`config.mk`:
```
export PLATFORM = sky130hd
export DESIGN_NAME = dp_exec_top
export DESIGN_NICKNAME = d
export VERILOG_FILES = /design/src/hw/dp_exec_pkg.sv /design/src/hw/dp_decoder.sv /design/src/hw/operand_shifter.sv /design/src/hw/alu_flags_stage.sv /design/src/hw/dp_exec_top.sv
export VERILOG_INCLUDE_DIRS = /design/src /design/src/hw
export SDC_FILE = /design/constraint.sdc
export NUM_CORES = 1
export LEC_CHECK = 0
export BUFFER_PORTS_ARGS = -buffer_cell sky130_fd_sc_hd__buf_2
export CAP_MARGIN = 15
export CORE_UTILIZATION = 40
export CTS_CLUSTER_DIAMETER = 50
export DETAILED_ROUTE_END_ITERATION = 10
export PLACE_DENSITY = 0.55
export REMOVE_ABC_BUFFERS = 1
export SLEW_MARGIN = 20
export SYNTH_ARGS = -nofsm -noshare
export SYNTH_HDL_FRONTEND = slang
export SYNTH_SLANG_ARGS = --single-unit
```
`constraint.sdc`:
```
create_clock -name clk -period 10.6 [get_ports clk]
set_input_delay 1.06 -clock clk [delete_from_list [all_inputs] [get_ports clk]]
set_output_delay 1.06 -clock clk [all_outputs]
set_load 0.01 [all_outputs]
```
`src/hw/dp_exec_cfg.svh`:
```
`ifndef DP_EXEC_CFG_SVH
`define DP_EXEC_CFG_SVH

`define DATA_W     32
`define FLAG_W     4
`define REG_IDX_W  4

// Instruction word fields
`define COND_MSB   31
`define COND_LSB   28
`define IMM_BIT    25
`define OPC_MSB    24
`define OPC_LSB    21
`define S_BIT      20
`define RD_MSB     15
`define RD_LSB     12
`define SHAMT_MSB  11
`define SHAMT_LSB  7
`define SHTYPE_MSB 6
`define SHTYPE_LSB 5
`define ROT_MSB    11
`define ROT_LSB    8
`define IMM8_MSB   7

`endif

```
`src/hw/dp_exec_pkg.sv`:
```
`default_nettype none
`include "dp_exec_cfg.svh"

package dp_exec_pkg;

  // ALU operation codes
  typedef enum logic [3:0] {
    ALU_ADD    = 4'b0000,
    ALU_ADC    = 4'b0001,
    ALU_SUB    = 4'b0010,
    ALU_SBC    = 4'b0011,
    ALU_RSB    = 4'b0100,
    ALU_RSC    = 4'b0101,
    ALU_AND    = 4'b0110,
    ALU_ORR    = 4'b0111,
    ALU_EOR    = 4'b1000,
    ALU_PASS_A = 4'b1001,
    ALU_PASS_B = 4'b1010,
    ALU_MVN    = 4'b1011,
    ALU_BIC    = 4'b1100
  } alu_op_e;

  typedef enum logic [3:0] {
    COND_EQ = 4'h0,
    COND_NE = 4'h1,
    COND_CS = 4'h2,
    COND_CC = 4'h3,
    COND_MI = 4'h4,
    COND_PL = 4'h5,
    COND_VS = 4'h6,
    COND_VC = 4'h7,
    COND_HI = 4'h8,
    COND_LS = 4'h9,
    COND_GE = 4'hA,
    COND_LT = 4'hB,
    COND_GT = 4'hC,
    COND_LE = 4'hD,
    COND_AL = 4'hE,
    COND_NV = 4'hF
  } cond_e;

  typedef struct packed {
    logic n;
    logic z;
    logic c; // Borrow after a subtract
    logic v;
  } flags_t;

  typedef struct packed {
    logic                  valid;
    alu_op_e               op;
    logic                  set_flags;
    cond_e                 cond;
    logic [`REG_IDX_W-1:0] rd;
  } dp_ctrl_t;

  typedef struct packed {
    logic              valid;
    logic [`DATA_W-1:0] op_a;
    logic [`DATA_W-1:0] op_b;
  } operands_t;

  typedef struct packed {
    logic                  valid;
    logic                  executed;
    logic [`REG_IDX_W-1:0] rd;
    logic [`DATA_W-1:0]    result;
    flags_t                flags;
  } exec_out_t;

endpackage

`default_nettype wire

```
`src/hw/dp_decoder.sv`:
```
`timescale 1ns/100ps
`default_nettype none
`include "dp_exec_cfg.svh"

module dp_decoder (
  input  wire logic                 clk,
  input  wire logic                 i_rst_n,
  input  wire logic                 i_valid,
  input  wire logic [`DATA_W-1:0]   i_instr,
  output dp_exec_pkg::dp_ctrl_t     o_ctrl
);

  logic [3:0]            opc;
  dp_exec_pkg::alu_op_e  alu_op;
  dp_exec_pkg::dp_ctrl_t ctrl_d;
  dp_exec_pkg::dp_ctrl_t ctrl_q;

  assign opc = i_instr[`OPC_MSB:`OPC_LSB];

  // Opcode field to ALU operation
  always_comb begin
    case (opc)
      4'b0000: alu_op = dp_exec_pkg::ALU_AND;
      4'b0001: alu_op = dp_exec_pkg::ALU_EOR;
      4'b0010: alu_op = dp_exec_pkg::ALU_SUB;
      4'b0011: alu_op = dp_exec_pkg::ALU_RSB;
      4'b0100: alu_op = dp_exec_pkg::ALU_ADD;
      4'b0101: alu_op = dp_exec_pkg::ALU_ADC;
      4'b0110: alu_op = dp_exec_pkg::ALU_SBC;
      4'b0111: alu_op = dp_exec_pkg::ALU_RSC;
      4'b1100: alu_op = dp_exec_pkg::ALU_ORR;
      4'b1101: alu_op = dp_exec_pkg::ALU_PASS_B; // MOV
      4'b1110: alu_op = dp_exec_pkg::ALU_BIC;
      4'b1111: alu_op = dp_exec_pkg::ALU_MVN;
      // Compare/test group falls back to passing the first operand
      default: alu_op = dp_exec_pkg::ALU_PASS_A;
    endcase
  end

  always_comb begin
    ctrl_d.valid     = i_valid;
    ctrl_d.op        = alu_op;
    ctrl_d.set_flags = i_instr[`S_BIT];
    ctrl_d.cond      = dp_exec_pkg::cond_e'(i_instr[`COND_MSB:`COND_LSB]);
    ctrl_d.rd        = i_instr[`RD_MSB:`RD_LSB];
  end

  always_ff @(posedge clk) begin
    if (!i_rst_n) begin
      ctrl_q <= '0;
    end else begin
      ctrl_q.valid <= ctrl_d.valid;
      if (ctrl_d.valid) begin // Hold fields between instructions
        ctrl_q.op        <= ctrl_d.op;
        ctrl_q.set_flags <= ctrl_d.set_flags;
        ctrl_q.cond      <= ctrl_d.cond;
        ctrl_q.rd        <= ctrl_d.rd;
      end
    end
  end

  assign o_ctrl = ctrl_q;

endmodule

`default_nettype wire

```
`src/hw/operand_shifter.sv`:
```
`timescale 1ns/100ps
`default_nettype none
`include "dp_exec_cfg.svh"

module operand_shifter (
  input  wire logic                 clk,
  input  wire logic                 i_rst_n,
  input  wire logic                 i_valid,
  input  wire logic [`DATA_W-1:0]   i_instr,
  input  wire logic [`DATA_W-1:0]   i_rn_val,
  input  wire logic [`DATA_W-1:0]   i_rm_val,
  output dp_exec_pkg::operands_t    o_operands
);

  localparam int AMT_W = `SHAMT_MSB - `SHAMT_LSB + 1;

  logic [AMT_W-1:0]   shamt;
  logic [1:0]         shtype;
  logic [AMT_W-1:0]   rot_amt;
  logic [`DATA_W-1:0] imm8;
  logic [`DATA_W-1:0] op_b_d;

  logic               valid_q;
  logic [`DATA_W-1:0] op_a_q;
  logic [`DATA_W-1:0] op_b_q;

  // Rotate right where an amount of zero passes the value through
  function automatic logic [`DATA_W-1:0] ror(input logic [`DATA_W-1:0] val,
                                             input logic [AMT_W-1:0]   amt);
    if (amt == '0)
      ror = val;
    else
      ror = (val >> amt) | (val << (`DATA_W - amt));
  endfunction

  assign shamt   = i_instr[`SHAMT_MSB:`SHAMT_LSB];
  assign shtype  = i_instr[`SHTYPE_MSB:`SHTYPE_LSB];
  assign rot_amt = {i_instr[`ROT_MSB:`ROT_LSB], 1'b0}; // Twice the rotate field
  assign imm8    = {{(`DATA_W - `IMM8_MSB - 1){1'b0}}, i_instr[`IMM8_MSB:0]};

  always_comb begin
    if (i_instr[`IMM_BIT]) begin
      op_b_d = ror(imm8, rot_amt);
    end else begin
      case (shtype)
        2'b00:   op_b_d = i_rm_val << shamt;           // LSL
        2'b01:   op_b_d = i_rm_val >> shamt;           // LSR
        2'b10:   op_b_d = $signed(i_rm_val) >>> shamt; // ASR
        default: op_b_d = ror(i_rm_val, shamt);
      endcase
    end
  end

  always_ff @(posedge clk) begin
    if (!i_rst_n)
      valid_q <= 1'b0;
    else
      valid_q <= i_valid;
  end

  // Operand data
  always_ff @(posedge clk) begin
    if (i_valid) begin
      op_a_q <= i_rn_val;
      op_b_q <= op_b_d;
    end
  end

  always_comb begin
    o_operands.valid = valid_q;
    o_operands.op_a  = op_a_q;
    o_operands.op_b  = op_b_q;
  end

endmodule

`default_nettype wire

```
`src/hw/alu_flags_stage.sv`:
```
`timescale 1ns/100ps
`default_nettype none
`include "dp_exec_cfg.svh"

module alu_flags_stage (
  input  wire logic                      clk,
  input  wire logic                      i_rst_n,
  input  wire dp_exec_pkg::dp_ctrl_t     i_ctrl,
  input  wire dp_exec_pkg::operands_t    i_operands,
  output dp_exec_pkg::exec_out_t         o_out
);

  dp_exec_pkg::flags_t   flags_q;
  dp_exec_pkg::flags_t   flags_d;
  logic                  in_valid; // Both stage-one halves hold an instruction
  logic                  cond_ok;
  logic                  do_exec;

  logic [`DATA_W-1:0]    a;
  logic [`DATA_W-1:0]    b;
  logic                  reverse;  // RSB/RSC swap the subtract operands
  logic                  add_cin;
  logic                  sub_cin;
  logic [`DATA_W-1:0]    sub_x;
  logic [`DATA_W-1:0]    sub_y;
  logic [`DATA_W:0]      sum_w;
  logic [`DATA_W:0]      diff_w;
  logic [`DATA_W-1:0]    result;
  logic                  c_new;
  logic                  v_new;

  logic                  valid_q;
  logic                  executed_q;
  logic [`REG_IDX_W-1:0] rd_q;
  logic [`DATA_W-1:0]    result_q;

  // Condition check against stored flags
  always_comb begin
    case (i_ctrl.cond)
      dp_exec_pkg::COND_EQ: cond_ok = flags_q.z;
      dp_exec_pkg::COND_NE: cond_ok = ~flags_q.z;
      dp_exec_pkg::COND_CS: cond_ok = flags_q.c;
      dp_exec_pkg::COND_CC: cond_ok = ~flags_q.c;
      dp_exec_pkg::COND_MI: cond_ok = flags_q.n;
      dp_exec_pkg::COND_PL: cond_ok = ~flags_q.n;
      dp_exec_pkg::COND_VS: cond_ok = flags_q.v;
      dp_exec_pkg::COND_VC: cond_ok = ~flags_q.v;
      dp_exec_pkg::COND_HI: cond_ok = flags_q.c & ~flags_q.z;
      dp_exec_pkg::COND_LS: cond_ok = ~flags_q.c | flags_q.z;
      dp_exec_pkg::COND_GE: cond_ok = (flags_q.n == flags_q.v);
      dp_exec_pkg::COND_LT: cond_ok = (flags_q.n != flags_q.v);
      dp_exec_pkg::COND_GT: cond_ok = ~flags_q.z & (flags_q.n == flags_q.v);
      dp_exec_pkg::COND_LE: cond_ok = flags_q.z | (flags_q.n != flags_q.v);
      dp_exec_pkg::COND_AL: cond_ok = 1'b1;
      default:              cond_ok = 1'b0; // NV
    endcase
  end

  assign in_valid = i_ctrl.valid & i_operands.valid;
  assign do_exec  = in_valid & cond_ok;

  assign a = i_operands.op_a;
  assign b = i_operands.op_b;

  assign reverse = (i_ctrl.op == dp_exec_pkg::ALU_RSB) || (i_ctrl.op == dp_exec_pkg::ALU_RSC);
  assign add_cin = (i_ctrl.op == dp_exec_pkg::ALU_ADC) & flags_q.c;
  assign sub_cin = ((i_ctrl.op == dp_exec_pkg::ALU_SBC) || (i_ctrl.op == dp_exec_pkg::ALU_RSC))
                   & flags_q.c;
  assign sub_x   = reverse ? b : a;
  assign sub_y   = reverse ? a : b;

  // Adder and subtractor with carry or borrow in the top bit
  assign sum_w  = {1'b0, a} + {1'b0, b} + add_cin;
  assign diff_w = {1'b0, sub_x} - {1'b0, sub_y} - sub_cin;

  always_comb begin
    c_new = 1'b0;
    v_new = 1'b0;
    case (i_ctrl.op)
      dp_exec_pkg::ALU_ADD,
      dp_exec_pkg::ALU_ADC: begin
        result = sum_w[`DATA_W-1:0];
        c_new  = sum_w[`DATA_W];
        v_new  = ~(a[`DATA_W-1] ^ b[`DATA_W-1]) & (a[`DATA_W-1] ^ result[`DATA_W-1]);
      end
      dp_exec_pkg::ALU_SUB,
      dp_exec_pkg::ALU_SBC,
      dp_exec_pkg::ALU_RSB,
      dp_exec_pkg::ALU_RSC: begin
        result = diff_w[`DATA_W-1:0];
        c_new  = diff_w[`DATA_W]; // Borrow out
        v_new  = (sub_x[`DATA_W-1] ^ sub_y[`DATA_W-1]) &
                 (sub_x[`DATA_W-1] ^ result[`DATA_W-1]);
      end
      dp_exec_pkg::ALU_AND:    result = a & b;
      dp_exec_pkg::ALU_ORR:    result = a | b;
      dp_exec_pkg::ALU_EOR:    result = a ^ b;
      dp_exec_pkg::ALU_PASS_B: result = b;
      dp_exec_pkg::ALU_MVN:    result = ~b;
      dp_exec_pkg::ALU_BIC:    result = a & ~b;
      default:                 result = a;
    endcase
  end

  always_comb begin
    flags_d.n = result[`DATA_W-1];
    flags_d.z = (result == '0);
    flags_d.c = c_new;
    flags_d.v = v_new;
  end

  always_ff @(posedge clk) begin
    if (!i_rst_n) begin
      valid_q    <= 1'b0;
      executed_q <= 1'b0;
      flags_q    <= dp_exec_pkg::flags_t'({`FLAG_W{1'b0}});
    end else begin
      valid_q    <= in_valid;
      executed_q <= do_exec;
      if (do_exec && i_ctrl.set_flags)
        flags_q <= flags_d;
    end
  end

  // Result payload
  always_ff @(posedge clk) begin
    if (do_exec) begin
      rd_q     <= i_ctrl.rd;
      result_q <= result;
    end
  end

  always_comb begin
    o_out.valid    = valid_q;
    o_out.executed = executed_q;
    o_out.rd       = rd_q;
    o_out.result   = result_q;
    o_out.flags    = flags_q; // Flags as left by this instruction
  end

endmodule

`default_nettype wire

```
`src/hw/dp_exec_top.sv`:
```
`timescale 1ns/100ps
`default_nettype none
`include "dp_exec_cfg.svh"

module dp_exec_top (
  input  wire logic                   clk,
  input  wire logic                   i_rst_n,
  input  wire logic                   i_valid,
  input  wire logic [`DATA_W-1:0]     i_instr,
  input  wire logic [`DATA_W-1:0]     i_rn_val,
  input  wire logic [`DATA_W-1:0]     i_rm_val,
  output logic                        o_valid,
  output logic                        o_executed,
  output logic [`REG_IDX_W-1:0]       o_rd,
  output logic [`DATA_W-1:0]          o_result,
  output dp_exec_pkg::flags_t         o_flags
);

  dp_exec_pkg::dp_ctrl_t  ctrl;
  dp_exec_pkg::operands_t operands;
  dp_exec_pkg::exec_out_t exec_out;

  // Stage one, decode and operand forming in parallel
  dp_decoder u_decoder (
    .clk     (clk),
    .i_rst_n (i_rst_n),
    .i_valid (i_valid),
    .i_instr (i_instr),
    .o_ctrl  (ctrl)
  );

  operand_shifter u_shifter (
    .clk        (clk),
    .i_rst_n    (i_rst_n),
    .i_valid    (i_valid),
    .i_instr    (i_instr),
    .i_rn_val   (i_rn_val),
    .i_rm_val   (i_rm_val),
    .o_operands (operands)
  );

  // Stage two
  alu_flags_stage u_alu (
    .clk        (clk),
    .i_rst_n    (i_rst_n),
    .i_ctrl     (ctrl),
    .i_operands (operands),
    .o_out      (exec_out)
  );

  assign o_valid    = exec_out.valid;
  assign o_executed = exec_out.executed;
  assign o_rd       = exec_out.rd;
  assign o_result   = exec_out.result;
  assign o_flags    = exec_out.flags;

endmodule

`default_nettype wire

```
* Yosys cells after proc, flatten, opt, wreduce, memory -nomap -nowiden
Memories as Yosys holds them, arrays and structs flattened. A register that Yosys moved wholly into a read port is not among the register bits. Index checks and enable logic that the tools add are counted. W data, S select, Z words.
Storage, ports and cells: register bits after elaboration 116, latch bits 0, memory bits (writable) 0, bits in read-only memories 64, bits of input ports 99, output and inout bits 42, memories 1
Memory list:
- (no name shown) | words 16, width 4, rd ports 1, clocked after memory_dff 1, wr ports 0, RTL line dp_decoder.sv:22 | case (opc)
Operators by class: $add $sub $neg 6, multipliers 0, div/mod/pow operators 0, magnitude comparators 0, eq/ne operators 29, shift-type cells 6, muxes and demuxes 10, bitwise logic cells 25, reductions and logical operators 12
Operators by type and width (count):
- $pmux W32 S8 | 1
- $mux W32 | 5
- $or A32 B32 Y32 | 3
- $pmux W32 S3 | 1
- $and A32 B32 Y32 | 2
- $eq A4 B4 Y1 const B | 11
- $add A32 B32 Y33 | 1
- $add A33 B1 Y33 | 1
- $sub A32 B32 Y33 | 1
- $sub A33 B1 Y33 | 1
- $eq A4 B3 Y1 const B | 8
- $logic_not A32 Y1 | 1
- $not A32 Y32 | 1
- $shl A32 B32 Y32 | 1
- $shl A32 B5 Y32 | 1
- $shl A8 B32 Y32 | 1
- $shr A32 B5 Y32 | 1
- $shr A8 B5 Y32 | 1
- $sshr A32 B5 Y32 | 1
- $xor A32 B32 Y32 | 1
- $eq A4 B2 Y1 const B | 4
- $pmux W1 S15 | 1
- $sub A6 B5 Y7 const A | 2
- $logic_not A5 Y1 | 2
- 17 further kinds | 35

* Logic depth before layout (Yosys ltp)
depth in word-level cells 8, depth in mapped cells 22, gate-level depth less buffers 17

* By module
A second synthesis with hierarchy kept.
Second synthesis, totals: cell total of the unflattened synthesis 2558, area, all modules 19618.8 µm²
By module, submodules not included:
- operand_shifter | instances 1, cells an instance 1186, area each 9953.3 µm², sequential area each 1941.9 µm²
- alu_flags_stage | instances 1, cells an instance 1310, area each 9026.2 µm², sequential area each 1201.2 µm²
- dp_decoder | instances 1, cells an instance 62, area each 639.4 µm², sequential area each 280.3 µm²

* Worst setup path after synthesis
Ideal clock, no wire load.
path kind register to register, start reg u_decoder.o_ctrl[9] (netlist name), end reg u_alu.flags_q (netlist bit u_alu.o_out[2]), setup time 0.057 ns, arrival time 4.685 ns, slack 5.858 ns, stages on the path, launching flop included 23, path buffers 6, cell sequence dfxtp_1 -> buf_2 -> buf_2 -> buf_2 -> buf_2 -> buf_2 -> clkbuf_1 -> nand2_1 -> nor2_1 -> fa_1 -> inv_1 -> fa_1 -> nor3_1 -> o211ai_1 -> a21o_1 -> a31oi_2 -> a21oi_1 -> o211ai_1 -> a211oi_1 -> o32a_1 -> a2111oi_0 -> and4b_1 -> a21o_1
On the way: cells in the longest elaborated chain, start to end 7
Ends and longest elaborated chain:
- $eq A4 B3 Y1 (on tied branches) | RTL line alu_flags_stage.sv:65, alu_flags_stage.sv:79, alu_flags_stage.sv:67
- $logic_or A1 B1 Y1 | RTL line alu_flags_stage.sv:65 | assign reverse = (i_ctrl.op == dp_exec_pkg::ALU_RSB) || (i_ctrl.op == dp_exec_pkg::ALU_RSC);
- $mux W32 (on tied branches) | RTL line alu_flags_stage.sv:69, alu_flags_stage.sv:70
- $sub A32 B32 Y33 | RTL line alu_flags_stage.sv:74 | assign diff_w = {1'b0, sub_x} - {1'b0, sub_y} - sub_cin;
- $sub A33 B1 Y33 | RTL line alu_flags_stage.sv:74
- $pmux W32 S8 (*) | RTL line alu_flags_stage.sv:79 | case (i_ctrl.op)
- via u_alu.result[26] | RTL line alu_flags_stage.sv:28 | logic [`DATA_W-1:0] result;
- $logic_not A32 Y1 (*) | RTL line alu_flags_stage.sv:107 | flags_d.z = (result == '0);
- end signal: assignment | RTL line alu_flags_stage.sv:116 | flags_q <= dp_exec_pkg::flags_t'({`FLAG_W{1'b0}});
- end signal: assignment | RTL line alu_flags_stage.sv:121 | flags_q <= flags_d;
- end: declaration | RTL line alu_flags_stage.sv:13 | dp_exec_pkg::flags_t flags_q;
Mark *: on every way through the listed nets, which the timed path passes. The rest lies on a longest branch. A chain may end at the register's enable or synchronous reset.

* Worst setup path in the final report
start reg u_decoder.o_ctrl[11] (netlist name), end reg u_alu.flags_q (netlist bit u_alu.o_out[2])
On the way: cells in the longest elaborated chain, start to end 7
Ends and longest elaborated chain (RTL line):
- $eq A4 B3 Y1 (on tied branches) | alu_flags_stage.sv:65, alu_flags_stage.sv:79, alu_flags_stage.sv:67
- $logic_or A1 B1 Y1 | alu_flags_stage.sv:65
- $mux W32 (on tied branches) | alu_flags_stage.sv:69, alu_flags_stage.sv:70
- $sub A32 B32 Y33 | alu_flags_stage.sv:74
- $sub A33 B1 Y33 | alu_flags_stage.sv:74
- $pmux W32 S8 (*) | alu_flags_stage.sv:79
- via u_alu.result[26] | alu_flags_stage.sv:28
- $logic_not A32 Y1 (*) | alu_flags_stage.sv:107
Marks and branches as above.

==> results summary <==
The flow ran to the end, and the final reports show no timing, DRC or antenna violations. For this design, the sink count on the clock tree is between 100 and 150. The worst setup path is of the reg -> reg kind. The slew at the pin with the worst max-slew slack came out at between 1000 and 1500 ps. At the worst endpoint, the required time is between 10,000 and 15,000 ps. The number of remaining DRC errors came out at 0. Cells fill 44.19% of the core in the end. The vias per cell is about 6.5. The number of core rows came out at 77. The total CTS buffers came out at 17. The fraction of power consumed by sequential logic is a little under a quarter. By count the netlist is led by sky130_fd_sc_hd__nand2_1, sky130_fd_sc_hd__nor2_1, sky130_fd_sc_hd__a21oi_1, sky130_fd_sc_hd__o21ai_0, sky130_fd_sc_hd__clkbuf_1. The endpoint arrival time on the critical path came out at roughly 6800 ps.

The period utilization is between 50% and 60%. The sequential-to-total area share from yosys stat came out at 18.99%. The synthesized design contains 100 enable-type register cells.

The detail-routed net length per standard cell came out at approximately 26 um. Setup repair after global routing left no endpoint under its margin. The highest fanout seen on the critical path came out at 26. Buffers inserted to repair hold after CTS numbered 0. The worst-skew pair later-pin latency came out at 450 ps. Adding up every negative setup slack in the final design gives 0 ps.

Including well taps, the total number of placed cells is between 3,000 and 4,000. The final-report max-slew violation count is 0. The clock tree synthesis step divided the H-tree into 4 levels. The min-delay analysis places its worst path in the category reg -> reg.

The cell area that synthesis handed to floorplanning was between 0.015 and 0.02 mm^2. The biggest area consumer among synthesized cells is sky130_fd_sc_hd__edfxtp_1. The gate count of the mapped netlist is roughly 2,500. The count of endpoints failing hold in the final timing report came out at 0. The worst setup path is launched from a flop. The cell area power density came out at 135.9 mW/mm^2. The overall die height came out at 213.7 um. The clock input transition at the sequential cells of the worst setup and hold paths is around 70 ps.

The startpoint of the lowest-slack hold path is u_decoder.o_ctrl[1]. The static leakage power is between 7 and 8 nW. The average instance in the mapped netlist occupies just over 7 um^2. By instance count, the leading cell after synthesis is sky130_fd_sc_hd__nand2_1. The startpoint of the lowest-slack register-to-register path is u_decoder.o_ctrl[11]. The number of warning messages in the yosys log came out at 0. The die area is roughly 0.046 mm^2. The routed layout has 20,170 vias. Across the run, the number of max-cap violations was 0. The via count of the first global-routing pass came out at roughly 19,000.

By area the synthesized netlist is led by sky130_fd_sc_hd__edfxtp_1, sky130_fd_sc_hd__ha_1, sky130_fd_sc_hd__a21oi_1. Entering global routing, the biggest net connects between 70 and 80 pins. The net switching power is approximately 1.3 mW. The worst setup path is captured at a flop. The final HPWL from detailed placement is about 61,000 um. The remaining number of nets flagged by the antenna check after routing came out at 0. The antenna diode instance count is 0.

The first global-routing pass estimated about 120,000 um of wire. The combinational cell fraction of total power came out at between 50% and 60%. The final standard cell count with taps included and fillers excluded is 3,104.

The detailed-route wire length is around 80,000 um. The standard cell core area is around 0.044 mm^2. The footprint of the multi-input gates is around 0.013 mm^2. Cells with a size suffix above 1 make up about an eighth of the layout. The share of Yosys cell area claimed by the top area cell type came out at between 10% and 20%. The total power came out at 2.655 mW.

Pin placement for this block handled about 140 I/O pins. The CTS tree is yes. The number of antenna violations at the first check in global routing is 1. The power share of the clock group came out at roughly 22%. For this run, the post-layout net count is ~2,700. The layout overhead on the synthesized area is 9.018%. The internal portion of total power is ~1.4 mW. The die boundary width came out at approximately 210 um. Among all flip-flop cells after synthesis, the most frequent one is sky130_fd_sc_hd__edfxtp_1. Setup violations remaining at the end of the flow were counted as 0.

The count of different cell masters after synthesis came out at 90. The buffers inserted during post-CTS setup optimization is 0. Routability-driven placement finished with a final weighted congestion of between 0.9 and 1. For this block, the initial DRC count from the detailed router was between 2,000 and 2,500. In this run the deepest clock path goes through 2 buffers. Timing analysis after detailed placement gives a worst setup slack of roughly 4400 ps. Tracing the worst setup path back leads to its startpoint at u_decoder.o_ctrl[11]. Across the routed clock network, the largest skew measured is 16.58 ps. The share of async-settable or async-resettable flops after synthesis came out at 0%. For this configuration, the core starts out at a cell density of approximately two fifths. The switching share of total power came out at 47.26%. The synthesized flop and latch total is 120. The number of instances resized during post-cts repair came out at 0.

The largest vdd supply drop came out at 0.00009254 V. The cell at the root of the clock tree is sky130_fd_sc_hd__clkbuf_16. The final critical-path required period is roughly 6300 ps. The final-layout fill cell count is ~4,600. The aggregate global-route resource usage came out at between 30% and 40%.

The count of buffers from port buffering came out at 134. The total overflow reported by the global router is 0. The least setup slack across all paths after layout is 4257 ps. The worst-case headroom to the max-slew limit is about a quarter. The total area of sequential cells is between 0.003 and 0.004 mm^2. Before antenna repair, the detailed router went through 6 iterations. The maximum frequency from static timing analysis is approximately 0.16 GHz.
## through the flow
| stage | cell area, um^2 | hold WS (ps) |
|---|---|---|
| 6_report | 19540 | 432.2 |
| 5_1_grt | 19540 | 451.7 |
| 4_1_cts | 19540 | 436.7 |
| 3_5_place_dp | 18970 | 419.3 |
| 3_3_place_gp | 18970 | 410.5 |
| 2_1_floorplan | 17140 | 407.6 |
## power groups by stage
stage / sequential [mW] / clock [mW] / combinational, mW
final: 0.622 / 0.578 / 1.45
after global routing: 0.626 / 0.605 / 1.57
after CTS: 0.620 / 0.590 / 1.42
after detailed placement: 0.629 / 0 / 1.41
after global placement: 0.628 / 0 / 1.40
after floorplan: 0.622 / 0 / 0.941
## layout make-up
| cell class | instances | share of cell area [%] |
|---|---|---|
| clock buffers | 17 | 2.177 |
| repair buffers | 178 | 5.161 |
| flip-flops and latches | 120 | 17.44 |
| inverters | 102 | 1.959 |
| multi-input cells | 2080 | 68.72 |
| well taps | 592 | 3.791 |
| clock inverters | 15 | 0.7555 |
## registers in the layout (all words and copies together), names as in the netlist
signal and cells:
u_alu.valid_q 1, u_shifter.valid_q 1, u_alu.rd_q 4, u_shifter.op_b_q 32
u_alu.result_q 32, u_shifter.op_a_q 32, u_alu.executed_q 1, u_decoder.o_ctrl 13
u_alu.o_out 4
## logic make-up (layout without fill, tap and decap cells)
logic type / Yosys count / in the layout / share of synthesized area (%)
AOI/OAI and AO/OA: 925 / 925 / 33.14
and+or+nand+nor: 837 / 837 / 20.78
xor gates and xnor gates: 63 / 63 / 3.078
DFF: 120 / 120 / 18.99
buffers and inverters: 302 / 312 / 6.506
adders and majority gates: 106 / 106 / 7.567
muxes: 149 / 149 / 9.940
## layout by cell type (no fill, tap or decap), drive strengths merged, types with 58 or more instances in the layout
master  count
nor2      276
mux2i     106
ha        102
nor3       71
a21oi     250
o22ai      58
o21ai     208
inv       109
a211oi     59
buf       178
nand2     301
edfxtp    100
## worst max-delay path, stage by stage (launching register included)
cell                        delay, ps
sky130_fd_sc_hd__dfxtp_1          740
sky130_fd_sc_hd__buf_4            410
sky130_fd_sc_hd__nand2b_1         490
sky130_fd_sc_hd__a21o_1           200
sky130_fd_sc_hd__buf_4            390
sky130_fd_sc_hd__nor2_1           130
sky130_fd_sc_hd__fa_1             400
sky130_fd_sc_hd__inv_1            140
sky130_fd_sc_hd__fa_1             240
sky130_fd_sc_hd__nor3_1           100
sky130_fd_sc_hd__o211ai_1         360
sky130_fd_sc_hd__a21o_1           290
sky130_fd_sc_hd__a31oi_2          180
sky130_fd_sc_hd__a21oi_1          530
sky130_fd_sc_hd__o211ai_1         180
sky130_fd_sc_hd__and4_1           240
sky130_fd_sc_hd__o32a_1           350
sky130_fd_sc_hd__a2111oi_0        420
sky130_fd_sc_hd__and4b_1          360
sky130_fd_sc_hd__a21o_1           130
## final timing paths
path | end | slack, ps | depth (start not counted)
max | u_alu.o_out[2] | 4260 | 19
min | u_alu.rd_q[1] | 430 | 0
max reg2reg | u_alu.o_out[2] | 4260 | 19
min reg2reg | u_alu.rd_q[1] | 430 | 0
## per-layer routing
metal / vias to the layer above / part of all wire, % / track usage (%)
met3: 181 / 6.1 / 3.486
met2: 962 / 47 / 58.53
met1: 9692 / 41 / 43.23
met4: 0 / 5.8 / 20.32
li1: 9339 / - / -
met5: - / 0 / 0
Power figures use the tool's default switching activity.
